[src/common/rx_pkg.sv]
`default_nettype none

package rx_pkg;

	// --------------------
	// word layout
	// --------------------
	localparam int CTL_W = 8;
	localparam int DATA_W = 64;
	// control lanes sit above the data in a FIFO entry
	localparam int WORD_W = CTL_W + DATA_W;

	// all lanes control, no frame on the wire
	localparam logic [CTL_W-1:0] XGMII_IDLE_CTL = 8'hff;

	// --------------------
	// frame filter
	// --------------------
	localparam logic [15:0] ETH_TYPE_IPV4 = 16'h0800;
	localparam logic [7:0] IP_PROTO_UDP = 8'h11;
	localparam logic [15:0] UDP_DPORT = 16'd3422;
	localparam logic [31:0] MAGIC_CODE = 32'h3c4d5e6f;

	// byte offsets from the first destination MAC byte, and field lengths
	localparam int DMAC_POS = 0;
	localparam int DMAC_LEN = 6;
	localparam int ETYPE_POS = 12;
	localparam int ETYPE_LEN = 2;
	localparam int PROTO_POS = 23;
	localparam int PROTO_LEN = 1;
	localparam int DIP_POS = 30;
	localparam int DIP_LEN = 4;
	localparam int DPORT_POS = 36;
	localparam int DPORT_LEN = 2;
	localparam int MAGIC_POS = 42;
	localparam int MAGIC_LEN = 4;

	// word index saturates at the first payload word
	localparam int WIDX_W = 3;
	localparam logic [WIDX_W-1:0] HDR_LAST_WORD = 3'd6;
	localparam logic [WIDX_W-1:0] PAYLOAD_IDX = 3'd7;

	// --------------------
	// buffering and stats
	// --------------------
	localparam int FIFO_DEPTH = 16;
	localparam int FIFO_AW = 4;
	localparam int CNT_W = 8;

endpackage

`default_nettype wire

[src/common/rx_word_if.sv]
`timescale 1ns/1ps
`default_nettype none

interface rx_word_if;
	import rx_pkg::*;

	logic valid;
	logic ready;
	logic [CTL_W-1:0] rxc;
	logic [DATA_W-1:0] rxd;

	// engine side
	modport src (
		output valid,
		output rxc,
		output rxd,
		input ready
	);

	// buffer side
	modport dst (
		input valid,
		input rxc,
		input rxd,
		output ready
	);

endinterface

`default_nettype wire

[src/rx_engine/xgmii_rx_engine.sv]
`timescale 1ns/1ps
`default_nettype none

module xgmii_rx_engine (
	input logic xgmii_clk,
	input logic sys_rst,
	input logic [rx_pkg::CTL_W-1:0] xgmii_rxc,
	input logic [rx_pkg::DATA_W-1:0] xgmii_rxd,
	input logic [47:0] if_macaddr,
	input logic [31:0] if_v4addr,
	rx_word_if.src wr,
	output logic [rx_pkg::CNT_W-1:0] pkt_count,
	output logic [rx_pkg::CNT_W-1:0] drop_count,
	output logic [7:0] led
);
	import rx_pkg::*;

	function automatic logic in_field(input int n, input int pos, input int len);
		return (n >= pos) && (n < pos + len);
	endfunction

	// big endian puts the first byte of a field in its top bits
	function automatic int field_off(input int n, input int pos, input int len);
		return 8 * (len - 1 - (n - pos));
	endfunction

	logic frame_idle;
	logic hdr_cycle;
	logic hdr_match;
	logic offer_fail;
	logic wr_take;
	logic [WIDX_W-1:0] word_idx;
	logic accepted;
	logic dropped;
	logic end_seen;
	logic end_pkt;
	logic end_drop;
	logic [CNT_W-1:0] frame_count;

	logic [47:0] dmac_q, dmac_nxt;
	logic [15:0] etype_q, etype_nxt;
	logic [7:0] proto_q, proto_nxt;
	logic [31:0] dip_q, dip_nxt;
	logic [15:0] dport_q, dport_nxt;
	logic [31:0] magic_q, magic_nxt;

	assign frame_idle = (xgmii_rxc == XGMII_IDLE_CTL);
	assign hdr_cycle = !frame_idle && (word_idx != '0) && (word_idx <= HDR_LAST_WORD);
	// a refused word on the bus drops the rest of the frame
	assign offer_fail = wr.valid && !wr.ready;
	assign wr_take = !frame_idle && (word_idx == PAYLOAD_IDX) && accepted && !dropped &&
		!offer_fail;

	// --------------------
	// header capture
	// --------------------
	always_comb begin
		int n;
		logic [7:0] b;
		dmac_nxt = dmac_q;
		etype_nxt = etype_q;
		proto_nxt = proto_q;
		dip_nxt = dip_q;
		dport_nxt = dport_q;
		magic_nxt = magic_q;
		for (int l = 0; l < CTL_W; l++) begin
			n = (int'(word_idx) - 1) * 8 + l;
			b = xgmii_rxd[8 * l +: 8];
			if (hdr_cycle) begin
				if (in_field(n, DMAC_POS, DMAC_LEN))
					dmac_nxt[field_off(n, DMAC_POS, DMAC_LEN) +: 8] = b;
				if (in_field(n, ETYPE_POS, ETYPE_LEN))
					etype_nxt[field_off(n, ETYPE_POS, ETYPE_LEN) +: 8] = b;
				if (in_field(n, PROTO_POS, PROTO_LEN))
					proto_nxt[field_off(n, PROTO_POS, PROTO_LEN) +: 8] = b;
				if (in_field(n, DIP_POS, DIP_LEN))
					dip_nxt[field_off(n, DIP_POS, DIP_LEN) +: 8] = b;
				if (in_field(n, DPORT_POS, DPORT_LEN))
					dport_nxt[field_off(n, DPORT_POS, DPORT_LEN) +: 8] = b;
				if (in_field(n, MAGIC_POS, MAGIC_LEN))
					magic_nxt[field_off(n, MAGIC_POS, MAGIC_LEN) +: 8] = b;
			end
		end
	end

	// magic arrives in the decision word itself so the match reads the _nxt values
	assign hdr_match = (dmac_nxt == if_macaddr) && (etype_nxt == ETH_TYPE_IPV4) &&
		(proto_nxt == IP_PROTO_UDP) && (dip_nxt == if_v4addr) &&
		(dport_nxt == UDP_DPORT) && (magic_nxt == MAGIC_CODE);

	always_ff @(posedge xgmii_clk) begin
		dmac_q <= dmac_nxt;
		etype_q <= etype_nxt;
		proto_q <= proto_nxt;
		dip_q <= dip_nxt;
		dport_q <= dport_nxt;
		magic_q <= magic_nxt;
	end

	// --------------------
	// frame state, payload
	// --------------------
	always_ff @(posedge xgmii_clk) begin
		if (sys_rst) begin
			word_idx <= '0;
			accepted <= 1'b0;
			dropped <= 1'b0;
			end_seen <= 1'b0;
			end_pkt <= 1'b0;
			end_drop <= 1'b0;
			wr.valid <= 1'b0;
		end else begin
			end_seen <= 1'b0;
			end_pkt <= 1'b0;
			end_drop <= 1'b0;
			wr.valid <= wr_take;
			if (frame_idle) begin
				// last offered word is still judged on this edge
				if (word_idx != '0) begin
					end_seen <= 1'b1;
					end_pkt <= accepted && !dropped && !offer_fail;
					end_drop <= accepted && (dropped || offer_fail);
				end
				word_idx <= '0;
				accepted <= 1'b0;
				dropped <= 1'b0;
			end else begin
				if (word_idx != PAYLOAD_IDX)
					word_idx <= word_idx + 1'b1;
				if (word_idx == HDR_LAST_WORD)
					accepted <= hdr_match;
				if (offer_fail)
					dropped <= 1'b1;
			end
		end
	end

	always_ff @(posedge xgmii_clk) begin
		if (wr_take) begin
			wr.rxc <= xgmii_rxc;
			wr.rxd <= xgmii_rxd;
		end
	end

	// --------------------
	// frame counters
	// --------------------
	always_ff @(posedge xgmii_clk) begin
		if (sys_rst) begin
			pkt_count <= '0;
			drop_count <= '0;
			frame_count <= '0;
		end else if (end_seen) begin
			frame_count <= frame_count + 1'b1;
			if (end_pkt)
				pkt_count <= pkt_count + 1'b1;
			if (end_drop)
				drop_count <= drop_count + 1'b1;
		end
	end

	assign led = frame_count[7:0];

	// only payload of an accepted frame reaches the buffer
	a_valid_in_accepted: assert property (@(posedge xgmii_clk) disable iff (sys_rst)
		wr.valid |-> (accepted && word_idx == PAYLOAD_IDX));

	// nothing more of a dropped frame is offered
	a_no_valid_after_drop: assert property (@(posedge xgmii_clk) disable iff (sys_rst)
		dropped |-> !wr.valid);

endmodule

`default_nettype wire

[src/rx_word_fifo.sv]
`timescale 1ns/1ps
`default_nettype none

module rx_word_fifo (
	input logic xgmii_clk,
	input logic sys_rst,
	rx_word_if.dst wr,
	output logic m_valid,
	input logic m_ready,
	output logic [rx_pkg::WORD_W-1:0] m_data
);
	import rx_pkg::*;

	logic [WORD_W-1:0] mem [FIFO_DEPTH];
	logic [FIFO_AW-1:0] wr_ptr;
	logic [FIFO_AW-1:0] rd_ptr;
	logic [FIFO_AW:0] count;
	logic do_wr;
	logic do_rd;

	// --------------------
	// handshakes
	// --------------------
	assign wr.ready = (count != (FIFO_AW + 1)'(FIFO_DEPTH));
	assign do_wr = wr.valid && wr.ready;
	assign m_valid = (count != '0);
	assign do_rd = m_valid && m_ready;

	// head entry shows straight away, no output register
	assign m_data = mem[rd_ptr];

	always_ff @(posedge xgmii_clk) begin
		if (do_wr)
			mem[wr_ptr] <= {wr.rxc, wr.rxd};
	end

	// --------------------
	// pointers and count
	// --------------------
	always_ff @(posedge xgmii_clk) begin
		if (sys_rst) begin
			wr_ptr <= '0;
			rd_ptr <= '0;
			count <= '0;
		end else begin
			if (do_wr)
				wr_ptr <= wr_ptr + 1'b1;
			if (do_rd)
				rd_ptr <= rd_ptr + 1'b1;
			// simultaneous push and pop leaves the count alone
			if (do_wr && !do_rd)
				count <= count + 1'b1;
			else if (do_rd && !do_wr)
				count <= count - 1'b1;
		end
	end

	a_count_bound: assert property (@(posedge xgmii_clk) disable iff (sys_rst)
		count <= (FIFO_AW + 1)'(FIFO_DEPTH));

	// stalled head word must not move or vanish
	a_hold_stalled: assert property (@(posedge xgmii_clk) disable iff (sys_rst)
		(m_valid && !m_ready) |=> (m_valid && $stable(m_data)));

endmodule

`default_nettype wire

[src/xgmii_rx_top.sv]
`timescale 1ns/1ps
`default_nettype none

module xgmii_rx_top (
	input logic xgmii_clk,
	input logic sys_rst,
	input logic [rx_pkg::CTL_W-1:0] xgmii_rxc,
	input logic [rx_pkg::DATA_W-1:0] xgmii_rxd,
	input logic [47:0] if_macaddr,
	input logic [31:0] if_v4addr,
	output logic m_valid,
	input logic m_ready,
	output logic [rx_pkg::WORD_W-1:0] m_data,
	output logic [rx_pkg::CNT_W-1:0] pkt_count,
	output logic [rx_pkg::CNT_W-1:0] drop_count,
	output logic [7:0] led
);

	// payload words from parser to buffer
	rx_word_if wr_if ();

	// --------------------
	// parser and filter
	// --------------------
	xgmii_rx_engine u_engine (
		.xgmii_clk (xgmii_clk),
		.sys_rst (sys_rst),
		.xgmii_rxc (xgmii_rxc),
		.xgmii_rxd (xgmii_rxd),
		.if_macaddr (if_macaddr),
		.if_v4addr (if_v4addr),
		.wr (wr_if.src),
		.pkt_count (pkt_count),
		.drop_count (drop_count),
		.led (led)
	);

	// --------------------
	// payload buffer
	// --------------------
	rx_word_fifo u_fifo (
		.xgmii_clk (xgmii_clk),
		.sys_rst (sys_rst),
		.wr (wr_if.dst),
		.m_valid (m_valid),
		.m_ready (m_ready),
		.m_data (m_data)
	);

endmodule

`default_nettype wire
[config.mk]
export PLATFORM = sky130hd
export DESIGN_NAME = xgmii_rx_top
export DESIGN_NICKNAME = d
export VERILOG_FILES = /design/src/common/rx_pkg.sv /design/src/common/rx_word_if.sv /design/src/rx_engine/xgmii_rx_engine.sv /design/src/rx_word_fifo.sv /design/src/xgmii_rx_top.sv
export SDC_FILE = /design/constraint.sdc
export NUM_CORES = 1
export LEC_CHECK = 0
export ABC_CLOCK_PERIOD_IN_PS = 6200
export BUFFER_PORTS_ARGS = -buffer_cell sky130_fd_sc_hd__buf_2
export CORE_MARGIN = 2
export CORE_UTILIZATION = 23
export DETAILED_ROUTE_END_ITERATION = 6
export SLEW_MARGIN = 20
export SYNTH_ARGS = -nofsm -noshare
export SYNTH_HDL_FRONTEND = slang
export SYNTH_SLANG_ARGS = --single-unit
export TNS_END_PERCENT = 5
[constraint.sdc]
create_clock -name xgmii_clk -period 6.2 [get_ports xgmii_clk]
set_input_delay 1.24 -clock xgmii_clk [delete_from_list [all_inputs] [get_ports xgmii_clk]]
set_output_delay 1.24 -clock xgmii_clk [all_outputs]
set_load 0.1 [all_outputs]
; ---- After elaboration in Yosys (flattened, before gate mapping)
; Memories as Yosys holds them, arrays and structs flattened. A register that Yosys moved wholly into a read port is not among the register bits.
; Index checks and enable logic that the tools add are counted.
[classes]
add_sub_neg = 152
n_mux = 151
shift = 96
n_eq_ne = 11
bitwise_logic = 2
n_lt_le_gt_ge = 97
n_reduce_logical = 82
[ops]
columns = cell, n
row1 = negator 32 -> 33 bit, 48
row2 = 2-to-1 mux 32 bit, 32
row3 = 2-to-1 mux 48 bit, 16
row4 = < comparator 32 x 7 -> 1 bit (second input constant), 21
row5 = variable shift 8 x 33 -> 16 bit (first input constant), 16
row6 = variable shift 8 x 33 -> 32 bit (first input constant), 16
row7 = indexed part select 8 x 33 -> 16 bit, 16
row8 = indexed part select 8 x 33 -> 32 bit, 16
row9 = bitwise mux 32 bit, 16
row10 = 2-to-1 mux 16 bit, 32
row11 = subtractor 2 x 29 -> 29 bit (first input constant), 16
row12 = subtractor 3 x 29 -> 29 bit (first input constant), 16
row13 = >= comparator 32 x 6 -> 1 bit (second input constant), 14
row14 = >= comparator 32 x 7 -> 1 bit (second input constant), 14
row15 = subtractor 29 x 6 -> 29 bit (second input constant), 14
row16 = subtractor 29 x 7 -> 29 bit (second input constant), 14
row17 = bitwise mux 48 bit, 8
row18 = variable shift 8 x 33 -> 48 bit (first input constant), 8
row19 = indexed part select 8 x 33 -> 48 bit, 8
row20 = variable shift 8 x 33 -> 8 bit (first input constant), 8
row21 = indexed part select 8 x 33 -> 8 bit, 8
row22 = bitwise mux 16 bit, 16
row23 = subtractor 1 x 29 -> 29 bit (first input constant), 8
row24 = >= comparator 32 x 1 -> 1 bit (second input constant), 7
row25 = other kinds (52), 203
[word_totals]
out_inout_bits = 97
ramBits = 1152
mem_count = 1
wordCells = 613
ff_bits = 270
inputBits = 155
[memory_table]
columns = name, words, width, read_ports, rd_clocked_by_memory_dff, write_ports, line_no
row1 = u_fifo.mem, 16, 72, 1, 1, 1, rx_word_fifo.sv:14  ; logic [WORD_W-1:0] mem [FIFO_DEPTH];

; ---- Logic depth before layout (Yosys ltp)
; Gate-level depths: netlist (run 1).
[logic_depth]
depth_word = 35
ltp_mapped = 24
depth_no_buf = 18

; ---- Hierarchy
; A second synthesis (run 1) with hierarchy kept.
[unflattened]
hier_cells = 3189
area_unflattened_um2 = 57321.2
[by_module_without_submodules]
columns = mod, instances, area_each_um2, cells_each
row1 = rx_word_fifo, 1, 43918.4, 1868
row2 = xgmii_rx_engine, 1, 13402.9, 1321

; ---- Worst setup path after synthesis (run 1)
; No wires, ideal clock.
[synth_path]
path_type = flip-flop to flip-flop
start = register u_fifo.count[0]
end = memory u_fifo.mem[3][0] (netlist name), enable pin
path_slack_ns = -0.455
n_path_buf = 0
stages_incl_launch_ff = 5
period_less_slack_ns = 6.655
t_required_ns = 5.610
setup_time_ns = 0.590
arrival_time_ns = 6.064
cell_sequence = dfxtp_1 > nor4_1 > a21boi_1 > nand2_1 > nor3_1
[synth_via]
elab_chain_len = 4
[synth_rtl]
columns = element, line_no
row1 = from (decl), rx_word_fifo.sv:17  ; logic [FIFO_AW:0] count;
row2 = from (signal assigned), rx_word_fifo.sv:52  ; count <= count + 1'b1;
row3 = from (signal assigned), rx_word_fifo.sv:54  ; count <= count - 1'b1;
row4 = != test 5 bit, rx_word_fifo.sv:24  ; assign wr.ready = (count != (FIFO_AW + 1)'(FIFO_DEPTH));
row5 = logical AND 1 bit, rx_word_fifo.sv:25  ; assign do_wr = wr.valid && wr.ready;
row6 = net u_fifo.do_wr, rx_word_fifo.sv:18  ; logic do_wr;
row7 = 2-to-1 mux 1 bit, rx_word_fifo.sv:33  ; if (do_wr)
row8 = 2-to-1 mux 1 bit (implied by the code), rx_word_fifo.sv:34  ; mem[wr_ptr] <= {wr.rxc, wr.rxd};
row9 = to (decl), rx_word_fifo.sv:14
; The timed path passes the listed nets, and every way through them passes these cells.

; ---- Worst setup path after layout (run 1)
[layout_path]
start = register u_engine.word_idx[0]
end = register u_engine.accepted
[layout_lines]
columns = element, line_no
row1 = from (decl), xgmii_rx_engine.sv:32  ; logic [WIDX_W-1:0] word_idx;
row2 = from (signal assigned), xgmii_rx_engine.sv:129  ; word_idx <= word_idx + 1'b1;
row3 = branches (longest 28 deep; another with negator 32 -> 33 bit), n/a
row4 = 2-to-1 mux 32 bit (*), xgmii_rx_engine.sv:69  ; if (hdr_cycle) begin
row5 = net u_engine.dip_nxt[5], xgmii_rx_engine.sv:43  ; logic [31:0] dip_q, dip_nxt;
row6 = == test 32 bit (*), xgmii_rx_engine.sv:88  ; (proto_nxt == IP_PROTO_UDP) && (dip_nxt == if_v4addr) &&
row7 = logical AND 1 bit (*) (2 in series), xgmii_rx_engine.sv:88
row8 = logical AND 1 bit (*), xgmii_rx_engine.sv:89  ; (dport_nxt == UDP_DPORT) && (magic_nxt == MAGIC_CODE);
row9 = to (signal assigned), xgmii_rx_engine.sv:131  ; accepted <= hdr_match;
row10 = to (decl), xgmii_rx_engine.sv:33  ; logic accepted;
; Mark *: on every way through the listed nets, which the timed path passes.
; A chain may end at the register's enable or synchronous reset.

==> load_flow_metrics.sql, run 1 <==
INSERT INTO impl_metrics (metric_group, metric, value, unit) VALUES
('run_status', 'status', 'finished clean', ''),
('global_routing', 'grt_use_met2', '22.6', '%'),
('worst_setup_path', 'critPathCaptureType', 'register', ''),
('global_routing', 'global_route.usage.total', '13.1', '%'),
('clocking', 'clkSinkCount', '1426', ''),
('sta', 'final_min_period_over_clock_period', '94.0', '%'),
('route', 'detail-route-antenna-nets', '0', ''),
('route', 'detail_route.wirelength', '171', 'mm'),
('route', 'drt-pass1-iter-count', '5', ''),
('worst_setup_path', 'startpoint_type', 'register', ''),
('sta', 'final_max_slew_viol_count', '0', ''),
('clocking', 'ctsRootBufferMaster', 'sky130_fd_sc_hd__clkbuf_16', ''),
('floorplanning', 'placementRows', '183', ''),
('yosys', 'ys_async_sr_fraction', '0', '%'),
('power_and_ir_drop', 'worst_ir_drop_vdd', '0.293', 'mV'),
('global_routing', 'antenna_found_initial', '107', ''),
('yosys', 'synth.yosys.warnings', '0', ''),
('global_routing', 'grt_util_met3', '2.75', '%'),
('sta', 'rsz0062_at_grt', 'false', ''),
('worst_setup_path', 'worstPathMaxFanout', '11', ''),
('floorplanning', 'die_area', '0.254', 'mm^2'),
('yosys', 'synth.lib_cells_used.distinct', '88', ''),
('yosys', 'synth.net_count', '3335', ''),
('yosys', 'netlist_area', '0.0575', 'mm^2'),
('clocking', 'clock_insertion_delay_worst_skew', '0.79', 'ns'),
('sta', 'slew_limit_headroom', '30.2', '%'),
('floorplanning', 'vert_die_dim', '504', 'um'),
('sta', 'timing.fmax', '0.172', 'GHz'),
('layout', 'design.final.nets', '3677', ''),
('layout', 'area_growth_syn_to_layout', '19.3', '%'),
('route', 'drcViolationCount', '0', ''),
('power_and_ir_drop', 'p_leak', '0.0217', 'uW'),
('route', 'detail_route.wl_per_cell', '24.6', 'um'),
('clocking', 'cts_buffers', '154', ''),
('hold_path', 'hold_class', 'reg -> reg', ''),
('yosys', 'synth-seq-cells', '1426', ''),
('floorplanning', 'core_region_area', '0.248', 'mm^2'),
('global_routing', 'pin_count_of_the_biggest_net_entering_global_routing', '86', ''),
('layout', 'layout-drive-gt1-share', '29.5', '%'),
('global_routing', 'top_usage_layer', 'met2', ''),
('global_routing', 'grt_util_met1', '15.6', '%'),
('floorplanning', 'die_width', '504', 'um'),
('clocking', 'cts_buffer_depth', '3', ''),
('yosys', 'syn_avg_cell_area', '18.4', 'um^2'),
('floorplanning', 'starting_density_of_the_core', '23.1', '%'),
('clocking', 'cts.hold.buffers_added', '0', ''),
('worst_setup_path', 'crit_required', '6.93', 'ns'),
('placed_design', 'port-buffer-count', '251', ''),
('layout', 'multi_input_comb_area', '0.0159', 'mm^2'),
('sta', 'final.min_clock_period', '5.83', 'ns'),
('sta', 'finalHoldViolCount', '0', ''),
('layout', 'final_cell_mix', 'sky130_fd_sc_hd__edfxtp_1 (1224), sky130_fd_sc_hd__mux4_2 (360), sky130_fd_sc_hd__buf_2 (251), sky130_fd_sc_hd__dfxtp_1 (197), sky130_fd_sc_hd__nand2_1 (178)', ''),
('sta', 'worst-slew-pin-transition', '1.04', 'ns'),
('layout', 'final_common_cell', 'sky130_fd_sc_hd__edfxtp_1', ''),
('flow_run', 'drv_cap', '0', ''),
('route', 'via_count', '31300', ''),
('placed_design', 'place.gp.congestion', '0.888', ''),
('clocking', 'clock_tree_from_tritoncts', 'done', ''),
('worst_setup_path', 'timing_worst_setup_path_type', 'reg -> reg', ''),
('yosys', 'top_reg_cell_synth', 'sky130_fd_sc_hd__edfxtp_1', ''),
('layout', 'seq_area', '0.0408', 'mm^2'),
('global_routing', 'grt_overflow', '0', ''),
('layout', 'final_cell_count_no_fill', '6946', ''),
('route', 'detail_route.vias_per_cell', '4.51', ''),
('placed_design', 'detailedPlace.worstSlack', '0.382', 'ns'),
('power_and_ir_drop', 'power_density', '301', 'mW/mm^2'),
('sta', 'setup_viol', '0', ''),
('placed_design', 'detailed_place_hpwl', '110', 'mm'),
('yosys', 'seq_area_frac_synth', '71.0', '%'),
('worst_setup_path', 'arrival', '6.55', 'ns'),
('yosys', 'synthesized_netlist_cell_count', '3120', '');
-- report_power, final --
part           internal (uW)  switching (uW)
Sequential             10300            18.1
Clock                   5370            3810
Combinational            382             736
Total                  16100            4570
-- layer usage --
layer,vias to the layer above,wire length [um]
met3,351,11000
li1,13400,-
met2,1188,86600
met1,16400,65500
met5,-,186
met4,32,7680
-- state kept, by name (all words and copies together), names as in the netlist, 3 cells and up, named ones only --
register / flops
u_engine.wr.rxd: 64
u_engine.led: 8
u_fifo.wr_ptr: 4
u_engine.wr.rxc: 8
u_engine.pkt_count: 8
u_engine.etype_q: 16
u_engine.magic_q: 32
u_engine.drop_count: 8
u_engine.dip_q: 32
u_fifo.count: 5
u_fifo.rd_ptr: 4
u_engine.word_idx: 3
u_engine.dport_q: 16
u_engine.dmac_q: 48
u_fifo.mem: 1152
u_engine.proto_q: 8
-- worst max-delay path, cell delays in order, from the launching register on --
cell and delay [ns]:
sky130_fd_sc_hd__dfxtp_2 0.44, sky130_fd_sc_hd__inv_1 0.11, sky130_fd_sc_hd__ha_1 0.23, sky130_fd_sc_hd__xor2_1 0.19
sky130_fd_sc_hd__ha_1 0.41, sky130_fd_sc_hd__and2_1 0.29, sky130_fd_sc_hd__o21ai_0 0.18, sky130_fd_sc_hd__ha_1 0.42
sky130_fd_sc_hd__nand4_1 0.14, sky130_fd_sc_hd__nor2_1 0.12, sky130_fd_sc_hd__or4b_1 0.50, sky130_fd_sc_hd__or4_1 0.45
sky130_fd_sc_hd__or3b_2 0.51, sky130_fd_sc_hd__a2111oi_4 0.55, sky130_fd_sc_hd__mux2_2 0.42, sky130_fd_sc_hd__xor2_1 0.14
sky130_fd_sc_hd__or4_1 0.51, sky130_fd_sc_hd__o21ai_1 0.13
-- synthesized netlist by cell type (15+ instances only) --
library cell                   n  area [um^2]
sky130_fd_sc_hd__edfxtp_1   1224        36800
sky130_fd_sc_hd__ha_1         59          738
sky130_fd_sc_hd__nand2_1     178          668
sky130_fd_sc_hd__o21ai_0      61          305
sky130_fd_sc_hd__nand4_1      35          219
sky130_fd_sc_hd__mux4_2      360         8110
sky130_fd_sc_hd__inv_1        87          327
sky130_fd_sc_hd__nand3_1      56          280
sky130_fd_sc_hd__mux2_2       89         1000
sky130_fd_sc_hd__or3_1        18          113
sky130_fd_sc_hd__o211ai_1     15          113
sky130_fd_sc_hd__nand2b_1     17          106
sky130_fd_sc_hd__nor4_1       35          219
sky130_fd_sc_hd__a21oi_1      38          190
sky130_fd_sc_hd__mux2i_1      30          300
sky130_fd_sc_hd__buf_1        31          116
sky130_fd_sc_hd__o22ai_1      15         93.8
sky130_fd_sc_hd__xnor2_1      46          403
sky130_fd_sc_hd__o2111ai_1    15          131
sky130_fd_sc_hd__nor3_1       21          105
sky130_fd_sc_hd__nor2b_1      21          131
sky130_fd_sc_hd__dfxtp_1     202         4040
sky130_fd_sc_hd__nor2_1       97          364
sky130_fd_sc_hd__xor2_1       47          412
sky130_fd_sc_hd__clkbuf_1    109          409
-- final timing paths --
kind,startpoint,to,slack [ns],cells past startpoint
max,u_engine.word_idx[0],u_engine.accepted,0.37,17
min,u_engine.dmac_q[31],u_engine.dmac_q[31],0.45,2
max reg2reg,u_engine.word_idx[0],u_engine.accepted,0.37,17
min reg2reg,u_engine.dmac_q[31],u_engine.dmac_q[31],0.45,2
-- stage by stage --
step / TNS (ns) / instance area (um^2) / hold slack (ns) / util, %
after floorplan: -89.39 / 57500 / 0.417 / -
after global placement: 0 / 63400 / 0.430 / 25.5
after detailed placement: 0 / 63400 / 0.445 / 25.5
after CTS: 0 / 68500 / 0.452 / 27.6
after global routing: 0 / 68500 / 0.476 / 27.6
final: 0 / 68500 / 0.455 / 27.6
-- cells by family after synthesis --
| group | synth area share [%] |
|---|---|
| multiplexers | 16.4 |
| buffers and inverters | 1.55 |
| XOR/XNOR | 1.50 |
| AO/OA/AOI/OAI | 3.13 |
| flip-flops | 71.0 |
| AND/OR/NAND/NOR | 5.08 |
| adder cells (fa/ha/maj) | 1.32 |
-- final cells by class --
| cell class | instances | area share, % |
|---|---|---|
| flip-flops and latches | 1426 | 59.5 |
| multi-input cells | 1459 | 23.2 |
| well taps | 3330 | 6.08 |
| clock buffers | 195 | 6.01 |
| repair buffers | 331 | 3.13 |
| clock inverters | 88 | 1.41 |
| inverters | 90 | 0.493 |
| diodes | 27 | 0.0986 |
-- what timing repair did --
action / CTS / global route
endpoints found under the setup margin: 0 / 1
resized for setup: 0 / 1
endpoints found under the hold margin: 0 / 0
(Power assumes the default switching activity.)
==> inputs of run 2 (changes only) <==
--- a/config.mk
+++ b/config.mk
@@ -5,12 +5,11 @@
 export SDC_FILE = /design/constraint.sdc
 export NUM_CORES = 1
 export LEC_CHECK = 0
-export ABC_CLOCK_PERIOD_IN_PS = 6200
+export ABC_CLOCK_PERIOD_IN_PS = 7200
 export BUFFER_PORTS_ARGS = -buffer_cell sky130_fd_sc_hd__buf_2
 export CORE_MARGIN = 2
 export CORE_UTILIZATION = 23
 export DETAILED_ROUTE_END_ITERATION = 6
-export SLEW_MARGIN = 20
 export SYNTH_ARGS = -nofsm -noshare
 export SYNTH_HDL_FRONTEND = slang
 export SYNTH_SLANG_ARGS = --single-unit
==> constraint.sdc (replaced) <==
create_clock -name xgmii_clk -period 7.2 [get_ports xgmii_clk]
set_input_delay 1.44 -clock xgmii_clk [delete_from_list [all_inputs] [get_ports xgmii_clk]]
set_output_delay 1.44 -clock xgmii_clk [all_outputs]
set_load 0.1 [all_outputs]
==> run 2 against run 1 <==
Against the previous run: routed wire length rose by 0.71%; power fell by 14%; critical path type unchanged; setup slack improved by 0.51 ns; critical path depth rose by 4; clock power fell by 14%; register-to-register slack improved by 0.51 ns; clock-buffer cell count fell by 9; maximum frequency fell by 7.7%.
==> load_flow_metrics.sql, run 2 (same netlist as run 1, synthesis figures left out) <==
INSERT INTO impl_metrics (metric_group, metric, value, unit) VALUES
('clocking', 'cts.hold.buffers_added', '0', ''),
('layout', 'final_cell_mix', 'sky130_fd_sc_hd__edfxtp_1 (1224), sky130_fd_sc_hd__mux4_2 (360), sky130_fd_sc_hd__buf_2 (251), sky130_fd_sc_hd__dfxtp_1 (197), sky130_fd_sc_hd__nand2_1 (178)', ''),
('hold_path', 'hold_class', 'reg -> reg', ''),
('clocking', 'ctsRootBufferMaster', 'sky130_fd_sc_hd__clkbuf_16', ''),
('run_status', 'status', 'finished clean', ''),
('clocking', 'cts_max_level', '4', ''),
('worst_setup_path', 'worstPathMaxFanout', '19', ''),
('floorplanning', 'boundaryPins', '252', ''),
('floorplanning', 'vert_die_dim', '504', 'um'),
('layout', 'largest_register', 'u_fifo.mem', ''),
('route', 'drcViolationCount', '0', ''),
('floorplanning', 'die_area', '0.254', 'mm^2'),
('layout', 'final_common_cell', 'sky130_fd_sc_hd__edfxtp_1', ''),
('clocking', 'clkSinkCount', '1426', ''),
('global_routing', 'grt_overflow', '0', ''),
('sta', 'worst-slew-pin-transition', '1.01', 'ns'),
('sta', 'final_max_slew_viol_count', '0', ''),
('worst_setup_path', 'regToRegSetupSlack', '0.88', 'ns'),
('worst_setup_path', 'timing_worst_setup_path_type', 'reg -> reg', ''),
('worst_setup_path', 'startpoint_type', 'register', ''),
('route', 'via_count', '31300', ''),
('sta', 'rsz0062_at_grt', 'false', ''),
('clocking', 'post_cts.repair.setup_buffers', '0', ''),
('global_routing', 'grt_pass1_wl', '241', 'mm'),
('power_and_ir_drop', 'power_report.internal_total', '13700', 'uW'),
('layout', 'finalInstanceArea', '0.0684', 'mm^2'),
('worst_setup_path', 'crit-reg2reg-capture', 'u_engine.accepted', ''),
('clocking', 'cts_buffer_depth', '3', ''),
('sta', 'holdWs', '0.456', 'ns'),
('clocking', 'cts-resized-gates', '0', ''),
('sta', 'clock-skew-final', '0.0548', 'ns'),
('global_routing', 'pin_count_of_the_biggest_net_entering_global_routing', '109', ''),
('layout', 'final_core_utilization', '27.5', '%'),
('layout', 'layout-drive-gt1-share', '28.7', '%'),
('power_and_ir_drop', 'worst_ir_drop_vdd', '0.179', 'mV'),
('layout', 'design.final.nets', '3653', ''),
('sta', 'finalHoldViolCount', '0', ''),
('placed_design', 'port-buffer-count', '251', ''),
('sta', 'final.min_clock_period', '6.32', 'ns'),
('layout', 'area_growth_syn_to_layout', '19.0', '%'),
('power_and_ir_drop', 'combinationalPowerShare', '5.5', '%'),
('layout', 'reg.largest.list', 'u_fifo.mem: 1152 flops, u_engine.wr.rxd: 64 flops, u_engine.dmac_q: 48 flops', ''),
('layout', 'filler_cell_count', '24700', ''),
('route', 'drt-pass1-iter-count', '5', ''),
('route', 'detail_route.vias_per_cell', '4.52', ''),
('route', 'first_iter_violations', '2856', ''),
('power_and_ir_drop', 'net-switching-power', '4040', 'uW'),
('floorplanning', 'die_width', '504', 'um'),
('worst_setup_path', 'cp-endpoint', 'u_engine.accepted', ''),
('power_and_ir_drop', 'p_leak', '0.0215', 'uW'),
('global_routing', 'global_route.usage.total', '13.2', '%'),
('route', 'detail_route.wl_per_cell', '24.9', 'um'),
('placed_design', 'detailed_place_hpwl', '105', 'mm'),
('flow_run', 'drv_cap', '0', ''),
('worst_setup_path', 'critPathCaptureType', 'register', ''),
('global_routing', 'antenna_found_initial', '109', ''),
('placed_design', 'postPlaceCellArea', '0.0632', 'mm^2'),
('placed_design', 'detailedPlace.worstSlack', '1.00', 'ns'),
('worst_setup_path', 'setup.worst_path.start', 'u_engine.word_idx[0]', ''),
('clocking', 'clock_insertion_delay_worst_skew', '0.81', 'ns'),
('worst_setup_path', 'arrival', '7.06', 'ns'),
('floorplanning', 'placementRows', '183', ''),
('power_and_ir_drop', 'seq_power_share', '50.2', '%'),
('clocking', 'worst_setup_hold_path_clk_slew', '0.06', 'ns'),
('worst_setup_path', 'r2r.worst_path.cells', '21', ''),
('sta', 'final.setup.tns', '0', 'ns'),
('power_and_ir_drop', 'power_density', '259', 'mW/mm^2'),
('global_routing', 'via_count_of_the_first_global_routing_pass', '31800', ''),
('placed_design', 'place.gp.congestion', '0.862', ''),
('sta', 'timing.fmax', '0.158', 'GHz'),
('floorplanning', 'core_region_area', '0.248', 'mm^2'),
('worst_setup_path', 'timing.rr.start', 'u_engine.word_idx[0]', ''),
('layout', 'largest_reg_flops', '1152', ''),
('route', 'detail_route.wirelength', '172', 'mm'),
('floorplanning', 'starting_density_of_the_core', '23.1', '%'),
('power_and_ir_drop', 'clock_power_share', '44.4', '%'),
('worst_setup_path', 'crit_required', '7.94', 'ns'),
('power_and_ir_drop', 'power_switching_share', '22.8', '%'),
('sta', 'setup_ws', '0.882', 'ns'),
('route', 'detail-route-antenna-nets', '0', ''),
('clocking', 'cts_buffers', '155', ''),
('sta', 'final_min_period_over_clock_period', '87.7', '%'),
('sta', 'setup_viol', '0', ''),
('clocking', 'clock_tree_from_tritoncts', 'done', ''),
('sta', 'slew_limit_headroom', '32.4', '%');
[run 2: final cells by class]
type	count	area (um^2)	share of cell area [%]
diodes	26	65.1	0.0952
clock inverters	99	1000	1.47
inverters	90	338	0.494
clock buffers	186	4100	6.00
repair buffers	306	1940	2.84
multi-input cells	1459	15900	23.3
well taps	3330	4170	6.10
flip-flops and latches	1426	40800	59.7
[run 2: worst min path at each step]
| stage | start | endpoint | slack [ns] | cells after the start |
|---|---|---|---|---|
| after global routing | u_engine.dip_q[3] | u_engine.dip_q[3] | 0.48 | 2 |
| final | u_engine.dmac_q[6] | u_engine.dmac_q[6] | 0.46 | 2 |
| after CTS | u_engine.dip_q[12] | u_engine.dip_q[12] | 0.45 | 2 |
| after floorplan | u_engine.etype_q[11] | u_engine.etype_q[11] | 0.42 | 2 |
| after global placement | u_engine.etype_q[11] | u_engine.etype_q[11] | 0.43 | 2 |
| after detailed placement | u_engine.dmac_q[37] | u_engine.dmac_q[37] | 0.45 | 2 |
[run 2: power groups by stage]
stage	logic (uW)	clock network, uW	registers (uW)
floorplan	577	0	9070
global placement	941	0	9070
detailed placement	943	0	9070
CTS	947	8050	8890
global route	1040	8380	8890
finish	967	7870	8890
[run 2: per-stage QoR]
stage / power, uW / std cells
2_1_floorplan: 9640 / 3120
3_3_place_gp: 10000 / 6611
3_5_place_dp: 10000 / 6611
4_1_cts: 17900 / 6896
5_1_grt: 18300 / 6915
6_report: 17700 / 6922
[run 2: critical path, stage by stage, from the launching register on]
cell                        delay [ns]
sky130_fd_sc_hd__dfxtp_2          0.32
sky130_fd_sc_hd__inv_1            0.05
sky130_fd_sc_hd__buf_4            0.25
sky130_fd_sc_hd__ha_1             0.19
sky130_fd_sc_hd__buf_4            0.23
sky130_fd_sc_hd__xor2_1           0.17
sky130_fd_sc_hd__buf_4            0.25
sky130_fd_sc_hd__ha_1             0.18
sky130_fd_sc_hd__buf_4            0.23
sky130_fd_sc_hd__and2_1           0.29
sky130_fd_sc_hd__o21ai_0          0.17
sky130_fd_sc_hd__ha_1             0.42
sky130_fd_sc_hd__nand4_1          0.14
sky130_fd_sc_hd__nor2_1           0.14
sky130_fd_sc_hd__or4b_1           0.51
sky130_fd_sc_hd__or4_1            0.44
sky130_fd_sc_hd__or3b_2           0.50
sky130_fd_sc_hd__a2111oi_4        0.58
sky130_fd_sc_hd__mux2_2           0.43
sky130_fd_sc_hd__xor2_1           0.14
sky130_fd_sc_hd__or4_1            0.51
sky130_fd_sc_hd__o21ai_1          0.14
[run 2: metal layers]
layer	track usage, %	wire length [um]	up-vias
li1	-	-	13300
met4	5.58	7430	44
met1	15.9	67500	16400
met2	22.9	86300	1161
met5	0	425	-
met3	2.81	10400	388
